File: src/design/neuronPkg.sv
package neuronPkg;

    ////////////////////////////////////////////////////////////
    // Data types
    ////////////////////////////////////////////////////////////

    // Pixel intensity, unsigned
    typedef logic [7:0] pixel_t;

    typedef logic signed [15:0] weight_t;

    // One lane input for one beat
    typedef struct packed {
        pixel_t  pixel;
        weight_t weight;
    } laneIn_t;

    typedef logic signed [31:0] laneAcc_t;

    // Neuron sum including bias
    typedef logic signed [43:0] sum_t;

    // Q8.8 values
    typedef logic signed [15:0] fixed_t;
    typedef logic [15:0] activation_t;

    typedef struct packed {
        fixed_t      preActivation;
        activation_t activation;
    } neuronResult_t;

    typedef enum logic [1:0] {
        sIdle,
        sAccumulate,
        sReduce,
        sHold
    } neuronState_e;

    ////////////////////////////////////////////////////////////
    // Sigmoid breakpoints and offsets, Q8.8
    ////////////////////////////////////////////////////////////

    localparam activation_t SIG_ONE      = 16'd256;
    localparam activation_t SIG_HALF     = 16'd128;
    localparam activation_t SIG_BREAK_1  = 16'd256;
    localparam activation_t SIG_BREAK_2  = 16'd608;
    localparam activation_t SIG_BREAK_3  = 16'd1280;
    localparam activation_t SIG_OFFSET_1 = 16'd160;
    localparam activation_t SIG_OFFSET_2 = 16'd216;

endpackage

File: src/design/sigmoidPwl.sv
`timescale 1ns/1ps

module sigmoidPwl import neuronPkg::*; #(
    parameter int SCALE_SHIFT = 20
) (
    input  logic          CLK,
    input  logic          arstN,
    input  logic          sumValid,
    input  sum_t          sum,
    output logic          actValid,
    output neuronResult_t act
);

    typedef enum logic [1:0] {
        segCenter,
        segMid,
        segTail,
        segFlat
    } segment_e;

    sum_t        shifted;
    fixed_t      sat;
    logic [15:0] mag;
    segment_e    seg;

    logic        s1Valid;
    fixed_t      s1Pre;
    logic        s1Neg;
    logic [15:0] s1Mag;
    segment_e    s1Seg;
    activation_t y;

    ////////////////////////////////////////////////////////////
    // Stage 1: scale, saturate, fold to magnitude
    ////////////////////////////////////////////////////////////

    assign shifted = sum >>> SCALE_SHIFT;

    always_comb begin
        if (shifted[43:15] == '0 || shifted[43:15] == '1) begin
            sat = shifted[15:0];
        end else begin
            sat = shifted[43] ? 16'sh8000 : 16'sh7fff;
        end
    end

    // Unsigned, so -32768 folds to 32768 cleanly
    assign mag = sat[15] ? 16'(-sat) : 16'(sat);

    always_comb begin
        if (mag < SIG_BREAK_1) begin
            seg = segCenter;
        end else if (mag < SIG_BREAK_2) begin
            seg = segMid;
        end else if (mag < SIG_BREAK_3) begin
            seg = segTail;
        end else begin
            seg = segFlat;
        end
    end

    always_ff @(posedge CLK) begin
        s1Pre <= sat;
        s1Neg <= sat[15];
        s1Mag <= mag;
        s1Seg <= seg;
    end

    ////////////////////////////////////////////////////////////
    // Stage 2: segment lines, mirror for negative input
    ////////////////////////////////////////////////////////////

    always_comb begin
        unique case (s1Seg)
            segCenter: y = (s1Mag >> 2) + SIG_HALF;
            segMid:    y = (s1Mag >> 3) + SIG_OFFSET_1;
            segTail:   y = (s1Mag >> 5) + SIG_OFFSET_2;
            default:   y = SIG_ONE;
        endcase
    end

    always_ff @(posedge CLK) begin
        act.preActivation <= s1Pre;
        act.activation    <= s1Neg ? SIG_ONE - y : y;
    end

    always_ff @(posedge CLK or negedge arstN) begin
        if (!arstN) begin
            s1Valid  <= 1'b0;
            actValid <= 1'b0;
        end else begin
            s1Valid  <= sumValid;
            actValid <= s1Valid;
        end
    end

    activationRange: assert property (@(posedge CLK) disable iff (!arstN)
        actValid |-> act.activation <= SIG_ONE);

endmodule

File: config.mk
export PLATFORM = sky130hd
export DESIGN_NAME = sigmoidPwl
export DESIGN_NICKNAME = d
export VERILOG_FILES = /design/src/design/neuronPkg.sv /design/src/design/sigmoidPwl.sv
export SDC_FILE = /design/constraint.sdc
export NUM_CORES = 1
export LEC_CHECK = 0
export BUFFER_PORTS_ARGS = -buffer_cell sky130_fd_sc_hd__buf_4
export CORE_MARGIN = 5
export CORE_UTILIZATION = 35
export CTS_CLUSTER_SIZE = 10
export DETAILED_ROUTE_END_ITERATION = 6
export HOLD_SLACK_MARGIN = 0.15
export PLACE_DENSITY_LB_ADDON = 0.05
export RECOVER_POWER = 100
export SKIP_CTS_REPAIR_TIMING = 1
export SLEW_MARGIN = 20
export SYNTH_ARGS = -nofsm -noshare
export SYNTH_HDL_FRONTEND = slang
export SYNTH_SLANG_ARGS = --single-unit
export TNS_END_PERCENT = 50
File: constraint.sdc
create_clock -name CLK -period 2.2 [get_ports CLK]
set_input_delay 0.33 -clock CLK [delete_from_list [all_inputs] [get_ports CLK]]
set_output_delay 0.33 -clock CLK [all_outputs]
set_load 0.03 [all_outputs]
### After elaboration in Yosys (flattened, before gate mapping)

Cells that the tools add are included.

| operators by class | value |
|---|---|
| $add $sub $neg | 5 |
| order comparisons | 3 |
| equal/unequal tests | 3 |
| multiplexer cells | 7 |
| reductions and logical operators | 4 |

Operators by type and width:

| cell | number |
|---|---|
| two-way mux 16 bit | 4 |
| one-hot mux 15 bit (3 select lines) | 1 |
| equality test 29 bit (second input constant) | 1 |
| logical NOT 29 bit | 1 |
| less-than comparator 16 x 10 -> 1 bit (second input constant) | 1 |
| less-than comparator 16 x 11 -> 1 bit (second input constant) | 1 |
| less-than comparator 16 x 9 -> 1 bit (second input constant) | 1 |
| negation 16 bit | 1 |
| subtractor 9 x 16 -> 16 bit (first input constant) | 1 |
| adder 14 x 8 -> 15 bit (second input constant) | 1 |
| adder 13 x 8 -> 14 bit (second input constant) | 1 |
| adder 11 x 8 -> 12 bit (second input constant) | 1 |
| equality test 2 x 1 -> 1 bit (second input constant) | 1 |
| equality test 2 bit (second input constant) | 1 |
| logical NOT 2 bit | 1 |
| two-way mux 1 bit | 2 |
| OR reduction 2 bit | 1 |
| logical OR 1 bit | 1 |

| word-level totals | value |
|---|---|
| register bits after elaboration | 69 |
| output and inout bits | 33 |
| word-level logic and storage cells | 31 |

### Depth between registers and ports, before layout

Gate-level depths: netlist of the first run.

| depth | value |
|---|---|
| word-level depth | 8 |
| mapped depth | 10 |

### Worst setup path before layout of the first run

No wires, ideal clock.

| path | value |
|---|---|
| kind | reg-to-reg |
| start | register s1Mag[9] |
| end | register act[13] (netlist bit) |
| library setup time | 72 ps |
| arrival time | 2,035 ps |
| slack | 93 ps |
| stages on the path, launching flop included | 10 |
| clock period less this slack | 2,107 ps |
| cells stage by stage | dfxtp_1 > inv_1 > ha_1 > a2111oi_4 > nor2_1 > xor2_1 > a21oi_2 > nand2_1 > o41ai_2 > xor2_1 |

| on the way | value |
|---|---|
| cells in the longest elaborated chain, start to end | 4 |
| elaborated cells on any way between the ends | 6 |
| classes of those cells | add/sub: 4; mux: 2 |

Ends and longest elaborated chain:

| element | line | text |
|---|---|---|
| from (decl) | sigmoidPwl.sv:29 | `logic [15:0] s1Mag;` |
| from (signal assigned) | sigmoidPwl.sv:65 | `s1Mag <= mag;` |
| adder 14 x 8 -> 15 bit, or another cell as far along | sigmoidPwl.sv:75 | `segCenter: y = (s1Mag >> 2) + SIG_HALF;` |
| one-hot mux 15 bit (3 select lines) * | sigmoidPwl.sv:74 | `unique case (s1Seg)` |
| subtractor 9 x 16 -> 16 bit | sigmoidPwl.sv:84 | `act.activation <= s1Neg ? SIG_ONE - y : y;` |
| two-way mux 16 bit * | sigmoidPwl.sv:84 |  |
| to (decl) | sigmoidPwl.sv:11 | `output neuronResult_t act` |

Every way passes the cells marked *; elsewhere a longest branch is shown, timed or not.
A chain may end at the register's enable or synchronous reset.

### Final worst setup path of the first run

| path | value |
|---|---|
| start | register s1Seg[0] |
| end | register act[12] (netlist bit) |

| on the way | value |
|---|---|
| cells in the longest elaborated chain, start to end | 4 |
| elaborated cells on any way between the ends | 6 |
| classes of those cells | add/sub: 1; eq/ne: 2; mux: 2; reduce/logical: 1 |

Ends and longest elaborated chain:

| element | line | text |
|---|---|---|
| from (decl) | sigmoidPwl.sv:30 | `segment_e s1Seg;` |
| from (signal assigned) | sigmoidPwl.sv:66 | `s1Seg <= seg;` |
| equality test 2 bit, or another cell as far along | sigmoidPwl.sv:74 |  |
| one-hot mux 15 bit (3 select lines) * | sigmoidPwl.sv:74 |  |
| subtractor 9 x 16 -> 16 bit | sigmoidPwl.sv:84 |  |
| two-way mux 16 bit * | sigmoidPwl.sv:84 |  |

Marked as above.

==> summary.txt, run 1 <==
Clock network
  • Total CTS buffers: 9
  • H-tree depth: 3
  • CTS tree: done
  • CTS sink cnt: 66
  • Clock Latency Late Sink: 0.33 ns
  • Worst-path clk slew: 0.08 ns
  • Root Buffer Master: clkbuf_8
  • CTS max path bufs: 2

Cells and area
  • Nets: 473
  • P&R area growth vs syn: 37.3%
  • Fraction of layout instances using a drive strength above 1: 36.9%
  • Filler cells: 814
  • Commonest non-fill, non-tap cells in the layout: buf_4 (92), dfxtp_1 (59), nor2_1 (26), nand2_1 (17)
  • Antenna diode count: 0
  • Fin area: 4320 sq um
  • Commonest non-fill, non-tap cell in the layout: buf_4

Placement
  • Placed Area: 3910 sq um
  • DP Wirelength: 5.63 mm
  • I/O Buffers: 59
  • Post-place setup slack: 0.0289 ns
  • RePlAce Congestion: 0.802

Floorplanning
  • Chip height: 105 um
  • Die Wd: 105 um
  • Core Region: 8720 sq um
  • DIE AREA: 11000 sq um
  • Num rows: 34
  • Initial core utilization: 36.1%
  • Number of I/O pins: 80

Drt
  • Met1 Routed Length: 3.51 mm
  • DRC: 0
  • Vias: 2687
  • Met3 wire length: 451 um
  • Drt pass-1 iters: 4
  • Wire per inst: 13.9 um
  • WL final: 7.41 mm
  • DR WL met2: 3.32 mm
  • Final ANT Viol Nets: 0
  • Via/cell ratio: 5.04
  • Uppermost layer routed: met4
  • 1st-iter DRT viols: 119

Yosys
  • Compound-Gate Fraction of Synth Area: 21.7%
  • Post-synthesis mux area share: 4.46%
  • Synth area leaders: dfxtp_1 (41%), xnor2_1 (4.5%), nor2_1 (3.3%)
  • Seq cells post-synth: 66
  • EDFF count, synth: 0
  • Syn Nets: 379
  • Sequential area share after synthesis: 42.3%
  • Yosys warns: 0
  • Yosys top cell by area: dfxtp_1
  • Cell area after synthesis: 3150 sq um
  • Gate Count Post-Synth: 326
  • Top-area cell type share of the netlist area: 40.7%
  • Cell variety after synth: 68
  • Synth Area in Simple Gates: 17.2%
  • Synth Flop Type: dfxtp_1
  • Post-synth ARST share: 3.03%
  • Mapped Avg Cell Area: 9.65 sq um
  • Synth Area in Adders: 2.39%
  • Largest family of logic cells by synthesized area: compound AO/OA/AOI/OAI gates
  • XOR/XNOR Fraction of Synth Area: 7.52%

Timing
  • Final period utilization: 96.9%
  • Relative slew slack: 62.1%
  • Final worst hold slack: 0.227 ns
  • Clock skew: 0.00898 ns
  • Final Hold Viols: 0
  • Max-slew violations: 0
  • Worst Tran Pin Value: 0.563 ns
  • Setup violations, final: 0
  • FMAX: 0.469 GHz
  • Fin crit period: 2.13 ns
  • RSZ-0062 raised after global routing: yes
  • Final setup margin: 0.0675 ns

Power and ir drop
  • Pwr Density: 662 nW/um^2
  • Leakage power: 1.89 nW
  • Maximum VDD drop: 0.000370 V

Worst setup path
  • Critical Path End Type: flip-flop
  • Worst Path Arrival: 2.40 ns
  • Crit path max fanout: 3
  • WP data required: 2.47 ns
  • WS Path Type: flip-flop to flip-flop
  • Worst setup SP type: flip-flop

GRT
  • Vias in the first global route: 2508
  • Largest net degree at the start of global routing: 21
  • Grt ovf: 0
  • Total GRT Usage: 13.4%
  • First-pass GRT wire length: 12.1 mm
  • Initial antenna violation count: 0

Run status
  • Run status: complete, no violations

Job
  • Max_cap viols: 0

Hold path
  • Worst min path class: input pin to flip-flop
-- area by class of cell --
| type | count | area, sq um | area share (%) |
|---|---|---|---|
| clock buffer | 9 | 124 | 2.87 |
| clock inverter | 7 | 125 | 2.90 |
| inverter | 12 | 47.5 | 1.10 |
| multi-input combinational | 230 | 1790 | 41.4 |
| sequential | 66 | 1340 | 31.1 |
| tap | 108 | 135 | 3.13 |
| timing repair buffer | 101 | 757 | 17.5 |
-- path summary, 6_finish.rpt --
path | start | endpoint | slack (ns) | cells after the start
worst max-delay path | s1Seg[0] | act[12] | 0.07 | 9
worst min-delay path | sum[31] | s1Pre[11] | 0.23 | 2
worst max register to register | s1Seg[0] | act[12] | 0.07 | 9
worst min register to register | s1Pre[5] | act[21] | 0.33 | 0
max in group asynchronous | arstN | actValid | 1.78 | 2
min in group asynchronous | arstN | s1Valid | 0.30 | 2
-- power breakdown --
part,switching [W],internal (W),leakage (nW),total (W)
Combinational,0.000184,0.000152,1.21,0.000336
Sequential,0.0000324,0.00125,0.556,0.00128
Clock,0.000478,0.000762,0.124,0.00124
-- critical path, cell delays in order (launching register included) --
cell and delay, ns:
dfxtp_4 0.36, buf_4 0.14, mux2_4 0.31, a21oi_4 0.18, ha_2 0.21, nand3_2 0.10
nor4_4 0.32, nor2_2 0.09, o31ai_2 0.22, xnor2_1 0.14
-- metrics by stage --
step / instances / power (W) / TNS, ns / util (%)
3_3_place_gp: 510 / 0.00163 / 0 / 44.8
6_report: 533 / 0.00286 / 0 / 49.5
5_1_grt: 533 / 0.00300 / -0.0931 / 49.5
4_1_cts: 526 / 0.00290 / 0 / 47.6
3_5_place_dp: 510 / 0.00163 / 0 / 44.8
2_1_floorplan: 326 / 0.00149 / 0 / -
-- state kept, by name, summed over array words and instances (netlist names) --
register / count
s1Valid: 1
s1Neg: 1
actValid: 1
s1Mag: 15
s1Seg: 2
s1Pre: 14
act: 32
-- Yosys cell counts (7+ instances only) --
cell	instances
o22ai_1	7
mux2i_1	8
a21o_1	13
a21oi_1	17
inv_1	10
nor2_1	28
xor2_1	11
dfxtp_1	64
clkbuf_1	9
xnor2_1	16
nand2_1	18
-- metal layers --
layer	track usage, %	up-vias
met1	18.1	1241
met5	0	-
met3	4.50	8
li1	-	1363
met2	19.7	75
met4	4.93	0
-- cells by family (layout without fill, tap and decap cells) --
group           Yosys count  count (layout)
buf+inv                  30             129
mux                      13              13
simple gates             95              95
compound gates           89              89
fa+ha+maj                 6               6
xor+xnor                 27              27
flops                    66              66
(Power assumes the default switching activity.)
==> inputs of run 2 (changes only) <==
- CELL_PAD_IN_SITES_DETAIL_PLACEMENT: default -> 1
- CELL_PAD_IN_SITES_GLOBAL_PLACEMENT: default -> 1
- HOLD_SLACK_MARGIN: 0.15 -> 0.08
- clock period: 2.2 -> 2.6 ns (I/O delays scaled with it)
==> run 2 against run 1 <==
Net effect: sequential power down 15%; combinational power shrank 26%; total power down 23%; via count shrank 2.4%; wire length up 7.3%; register-to-register slack improved by 0.15 ns; critical path type unchanged; clock skew grew 0.0073 ns; largest cell class unchanged; non-clock buffer count down 26; setup slack gained 0.15 ns; hold slack worse by 0.054 ns; flip-flop and latch count stayed put; critical path depth down 1.
==> summary.txt, run 2 (same netlist as run 1, synthesis figures left out) <==
Run status
  • Run status: complete, no violations

GRT
  • Vias in the first global route: 2539 (+1.2%)
  • Largest net degree at the start of global routing: 21 (unchanged)
  • Grt ovf: 0 (unchanged)
  • Initial antenna violation count: 0 (unchanged)
  • First-pass GRT wire length: 12.7 mm (+4.9%)
  • Total GRT Usage: 14.1% (+0.78 points)

Cells and area
  • Fraction of layout instances using a drive strength above 1: 20.3% (-17 points)
  • Commonest non-fill, non-tap cell in the layout: dfxtp_1
  • P&R area growth vs syn: 21.0%
  • Largest Register: act
  • Commonest non-fill, non-tap cells in the layout: dfxtp_1 (63), clkbuf_1 (37), buf_4 (35), nor2_1 (28)
  • Post-Layout Cell Count: 507 (-4.9%)
  • Nets: 447 (-5.5%)
  • Max reg flops: 32 (unchanged)
  • Filler cells: 1037 (+27%)
  • Top flop regs: act (32), s1Mag (15), s1Pre (14)
  • Antenna diode count: 0 (unchanged)

Placement
  • DP Wirelength: 6.00 mm (+6.6%)
  • RePlAce Congestion: 0.836 (+4.3%)
  • Dpl cells: 490 (-3.9%)
  • I/O Buffers: 59 (unchanged)
  • Post-place setup slack: 0.236 ns (+0.207 ns)

Drt
  • DRC: 0 (unchanged)
  • Drt pass-1 iters: 4 (unchanged)
  • Vias: 2622 (-2.4%)
  • Wire per inst: 15.7 um (+13%)
  • Via/cell ratio: 5.17 (+2.6%)
  • Final ANT Viol Nets: 0 (unchanged)
  • WL final: 7.95 mm (+7.3%)
  • 1st-iter DRT viols: 85 (-29%)

Clock network
  • CTS tree: done
  • Root Buffer Master: clkbuf_8
  • CTS sink cnt: 66 (unchanged)
  • H-tree depth: 3 (unchanged)
  • Clock Latency Late Sink: 0.34 ns (about the same)
  • Total CTS buffers: 9 (unchanged)
  • Worst-path clk slew: 0.08 ns (about the same)
  • CTS max path bufs: 2 (unchanged)

Floorplanning
  • Number of I/O pins: 80 (unchanged)
  • Core Region: 8720 sq um (unchanged)
  • Die Wd: 105 um (unchanged)
  • Num rows: 34 (unchanged)
  • DIE AREA: 11000 sq um (unchanged)
  • Initial core utilization: 36.1% (unchanged)
  • Chip height: 105 um (unchanged)

Worst setup path
  • Worst R2R Start: s1Seg[1]
  • Worst Path Arrival: 2.59 ns (+0.19 ns)
  • Register-to-register setup slack: 0.22 ns (+0.15 ns)
  • Crit path max fanout: 15 (+12)
  • Critical Path End Type: flip-flop
  • Worst R2R End: act[14]
  • Worst setup SP type: flip-flop
  • WP data required: 2.81 ns (+0.34 ns)
  • WS Path Type: flip-flop to flip-flop
  • Cells on worst reg2reg path: 8 (-1)

Timing
  • Relative slew slack: 41.2% (-21 points)
  • Fin Setup TNS: 0 ns (unchanged)
  • Max-slew violations: 0 (unchanged)
  • Setup violations, final: 0 (unchanged)
  • Final setup margin: 0.220 ns (+0.152 ns)
  • Final period utilization: 91.5% (-5.4 points)
  • FMAX: 0.420 GHz (-10%)
  • Fin crit period: 2.38 ns (+0.248 ns)
  • Clock skew: 0.0163 ns (+0.00727 ns)
  • RSZ-0062 raised after global routing: no
  • Final Hold Viols: 0 (unchanged)
  • Worst Tran Pin Value: 0.882 ns (+0.319 ns)

Power and ir drop
  • Clock power frac: 39.5% (-3.9 points)
  • Reg power frac: 49.3% (+4.4 points)
  • Comb pwr share: 11.2% (-0.6 points)
  • Switching power: 0.000599 W (-14%)
  • Sw Share: 27.2% (+2.9 points)
  • Power Internal: 0.00161 W (-26%)
  • Leakage power: 1.58 nW (-17%)
  • Pwr Density: 579 nW/um^2 (-13%)
  • Maximum VDD drop: 0.000308 V (-17%)

Job
  • Max_cap viols: 0 (unchanged)

Hold path
  • HP Start: sumValid
  • Hold Path Sink: s1Valid
  • Worst min path class: input pin to flip-flop
  • Hold Path Depth: 1 (-1)
[run 2: cell count changes in the layout (fill, tap and decap cells not counted), moves of 3 or more]
| cell | delta |
|---|---|
| ha_1 | +4 |
| buf_4 | -57 |
| o21ai_1 | -3 |
| dfxtp_1 | +4 |
| o21ai_0 | +3 |
| clkbuf_1 | +32 |
[run 2: per-layer routing]
layer | track usage (%) | up-vias | wire length [um]
li1 | - | 1312 | -
met1 | 19.3 | 1247 | 3930
met2 | 21.9 | 59 | 3590
met3 | 3.95 | 4 | 371
met4 | 4.11 | 0 | 65
met5 | 0 | - | 0
[run 2: worst max path at each step]
stage / slack, ns / endpoint / from / depth (start not counted)
6_report: 0.22 / act[14] / s1Seg[1] / 8
3_5_place_dp: 0.24 / act[13] / s1Seg[0] / 8
2_1_floorplan: 0.49 / act[13] / s1Mag[9] / 9
3_3_place_gp: 0.25 / s1Seg[0] / sum[29] / 9
4_1_cts: 0.20 / act[13] / s1Seg[0] / 8
5_1_grt: 0.02 / act[12] / s1Seg[1] / 8
[run 2: worst max-delay path, stage by stage (launching register included)]
cell	delay, ns
dfxtp_1	0.68
inv_2	0.25
a21oi_1	0.34
ha_1	0.24
nand3_1	0.12
nor4_2	0.20
nor2_1	0.12
o21ai_0	0.22
xnor2_1	0.09
[run 2: per-stage QoR]
step	cell area, sq um	total power, W	hold WS, ns	util (%)
after floorplan	3150	0.00126	0.0944	-
after global placement	3740	0.00137	0.172	42.9
after detailed placement	3740	0.00138	0.174	42.9
after CTS	3950	0.00227	-0.212	45.2
after global routing	3810	0.00232	0.144	43.7
final	3810	0.00220	0.173	43.7
[run 2: cell type report]
cell class                 instances  area, sq um  share of cell area, %
clock buffer                       9          124                   3.25
clock inverter                     7         77.6                   2.04
inverter                          12         45.0                   1.18
multi-input combinational        230         1670                   43.8
sequential                        66         1330                   35.0
tap                              108          135                   3.55
timing repair buffer              75          427                   11.2
[run 2: power groups by stage]
stage	registers (W)	logic [W]	clock network [W]
after floorplan	0.00114	0.000124	0
after global placement	0.00111	0.000263	0
after detailed placement	0.00111	0.000266	0
after CTS	0.00109	0.000267	0.000914
after global routing	0.00109	0.000269	0.000956
final	0.00109	0.000247	0.000870
==> inputs of run 3 (changes only) <==
- clock period: 2.6 -> 2.08 ns (I/O delays scaled with it)
==> run 3 against run 2 <==
Net effect: the run now ends with setup timing left; flip-flop and latch count unchanged; clock-buffer cell count stayed put; sequential share of layout area is 4.1 points lower; critical path type unchanged; largest power group unchanged.
==> summary.txt, run 3 (same netlist as run 1, synthesis figures left out) <==
GRT
  • First-pass GRT wire length: 13.4 mm (+5.2%)
  • Total GRT Usage: 14.7% (+0.58 points)
  • Grt ovf: 0 (unchanged)
  • Vias in the first global route: 2746 (+8.2%)
  • Initial antenna violation count: 0 (unchanged)
  • Largest net degree at the start of global routing: 20 (-4.8%)

Drt
  • WL final: 8.49 mm (+6.7%)
  • Wire per inst: 15.0 um (-4.1%)
  • DRC: 0 (unchanged)
  • Final ANT Viol Nets: 0 (unchanged)
  • Drt pass-1 iters: 4 (unchanged)
  • 1st-iter DRT viols: 102 (+20%)
  • Via/cell ratio: 5.05 (-2.4%)
  • Vias: 2846 (+8.5%)

Cells and area
  • Fraction of layout instances using a drive strength above 1: 32.5% (+12 points)
  • Largest Register: act
  • Commonest non-fill, non-tap cells in the layout: buf_4 (81), dfxtp_1 (60), clkbuf_1 (40), nor2_1 (27), nand2_1 (17)
  • Top flop regs: act (32), s1Mag (15), s1Pre (14)
  • P&R area growth vs syn: 38.1%
  • Nets: 504 (+13%)
  • Max reg flops: 32 (unchanged)
  • Fin area: 4340 sq um (+14%)
  • Commonest non-fill, non-tap cell in the layout: buf_4
  • Antenna diode count: 0 (unchanged)
  • Filler cells: 1047 (+0.96%)

Worst setup path
  • Worst Path Arrival: 2.46 ns (-0.13 ns)
  • WS Path Type: flip-flop to flip-flop
  • Worst setup SP type: flip-flop
  • WP data required: 2.34 ns (-0.47 ns)
  • Crit path max fanout: 5 (-10)
  • Critical Path End Type: flip-flop

Power and ir drop
  • Comb pwr share: 13.1% (+1.9 points)
  • Pwr Density: 647 nW/um^2 (+12%)
  • Sw Share: 27.2% (about the same)
  • Reg power frac: 48.3% (-1.0 points)
  • Clock power frac: 38.6% (-0.9 points)
  • Power Internal: 0.00205 W (+27%)
  • Maximum VDD drop: 0.000353 V (+15%)
  • Switching power: 0.000763 W (+27%)
  • Leakage power: 1.88 nW (+19%)

Timing
  • Final period utilization: 106% (+14 points)
  • Relative slew slack: 48.6% (+7.3 points)
  • Worst Tran Pin Value: 0.772 ns (-0.110 ns)
  • Setup violations, final: 7 (+7)
  • Final Hold Viols: 0 (unchanged)
  • Final setup margin: -0.121 ns (-0.340 ns)
  • Fin crit period: 2.20 ns (-0.180 ns)
  • RSZ-0062 raised after global routing: yes
  • FMAX: 0.454 GHz (+8.2%)
  • Max-slew violations: 0 (unchanged)
  • Clock skew: 0.0145 ns (-0.00171 ns)

Floorplanning
  • Chip height: 105 um (unchanged)
  • Num rows: 34 (unchanged)
  • DIE AREA: 11000 sq um (unchanged)
  • Number of I/O pins: 80 (unchanged)
  • Core Region: 8720 sq um (unchanged)
  • Initial core utilization: 36.1% (unchanged)
  • Die Wd: 105 um (unchanged)

Clock network
  • H-tree depth: 3 (unchanged)
  • CTS sink cnt: 66 (unchanged)
  • CTS max path bufs: 2 (unchanged)
  • CTS tree: done
  • Worst-path clk slew: 0.08 ns (about the same)
  • Root Buffer Master: clkbuf_8
  • Total CTS buffers: 9 (unchanged)
  • Clock Latency Late Sink: 0.34 ns (about the same)

Job
  • Max_cap viols: 0 (unchanged)

Hold path
  • Worst min path class: input pin to flip-flop

Run status
  • Failing checks: setup timing
  • Run status: complete, but fails checks

Placement
  • DP Wirelength: 6.53 mm (+8.9%)
  • Placed Area: 4130 sq um (+10%)
  • RePlAce Congestion: 0.792 (-5.3%)
  • Post-place setup slack: -0.111 ns (-0.347 ns)
  • I/O Buffers: 59 (unchanged)
[run 3: area by class of cell]
| cell class | count | area [sq um] | share of cell area [%] |
|---|---|---|---|
| timing repair buffer | 132 | 871 | 20.1 |
| clock buffer | 9 | 124 | 2.85 |
| multi-input combinational | 230 | 1750 | 40.2 |
| clock inverter | 7 | 76.3 | 1.76 |
| tap | 108 | 135 | 3.11 |
| inverter | 12 | 47.5 | 1.09 |
| sequential | 66 | 1340 | 30.9 |
[run 3: metrics by stage]
stage               hold WS, ns  total power [W]  instances  TNS [ns]  util [%]
floorplan                0.0164          0.00158        326         0         -
global placement         0.0941          0.00175        538    -0.341      47.4
detailed placement       0.0947          0.00176        538    -0.569      47.4
CTS                      -0.285          0.00287        554    -0.686      49.7
global route              0.188          0.00293        564     -1.16      49.8
finish                    0.198          0.00281        564    -0.422      49.8
[run 3: worst max-delay path, stage by stage, from the launching register on]
cell and delay, ns:
dfxtp_4 0.37, buf_4 0.14, ha_1 0.23, xnor2_1 0.14
a31oi_1 0.26, nand3_2 0.16, nor4_2 0.33, nor2_1 0.13
o31ai_2 0.22, xnor2_1 0.16
[run 3: worst paths after layout]
path / startpoint / to / slack, ns / cells after the start
max in group asynchronous: arstN / s1Valid / 1.68 / 2
min in group asynchronous: arstN / actValid / 0.29 / 2
setup reg to reg: s1Mag[9] / act[12] / -0.12 / 9
hold reg to reg: s1Pre[7] / act[23] / 0.32 / 0
hold / removal: sum[31] / s1Pre[11] / 0.20 / 2
setup / recovery: s1Mag[9] / act[12] / -0.12 / 9
[run 3: power by group through the flow]
stage | Combinational [W] | Clock [W] | Sequential [W]
2_1_floorplan | 0.000155 | 0 | 0.00142
3_3_place_gp | 0.000369 | 0 | 0.00139
3_5_place_dp | 0.000376 | 0 | 0.00139
4_1_cts | 0.000377 | 0.00113 | 0.00136
5_1_grt | 0.000397 | 0.00117 | 0.00136
6_report | 0.000367 | 0.00109 | 0.00136
[run 3: per-layer routing]
metal  global-route usage [%]  up-vias  share of wire, %
met4                     4.84        0              0.52
met3                     3.08        6               4.6
met1                     19.9     1349                49
li1                         -     1430                 -
met5                        0        -                 0
met2                     23.4       61                46
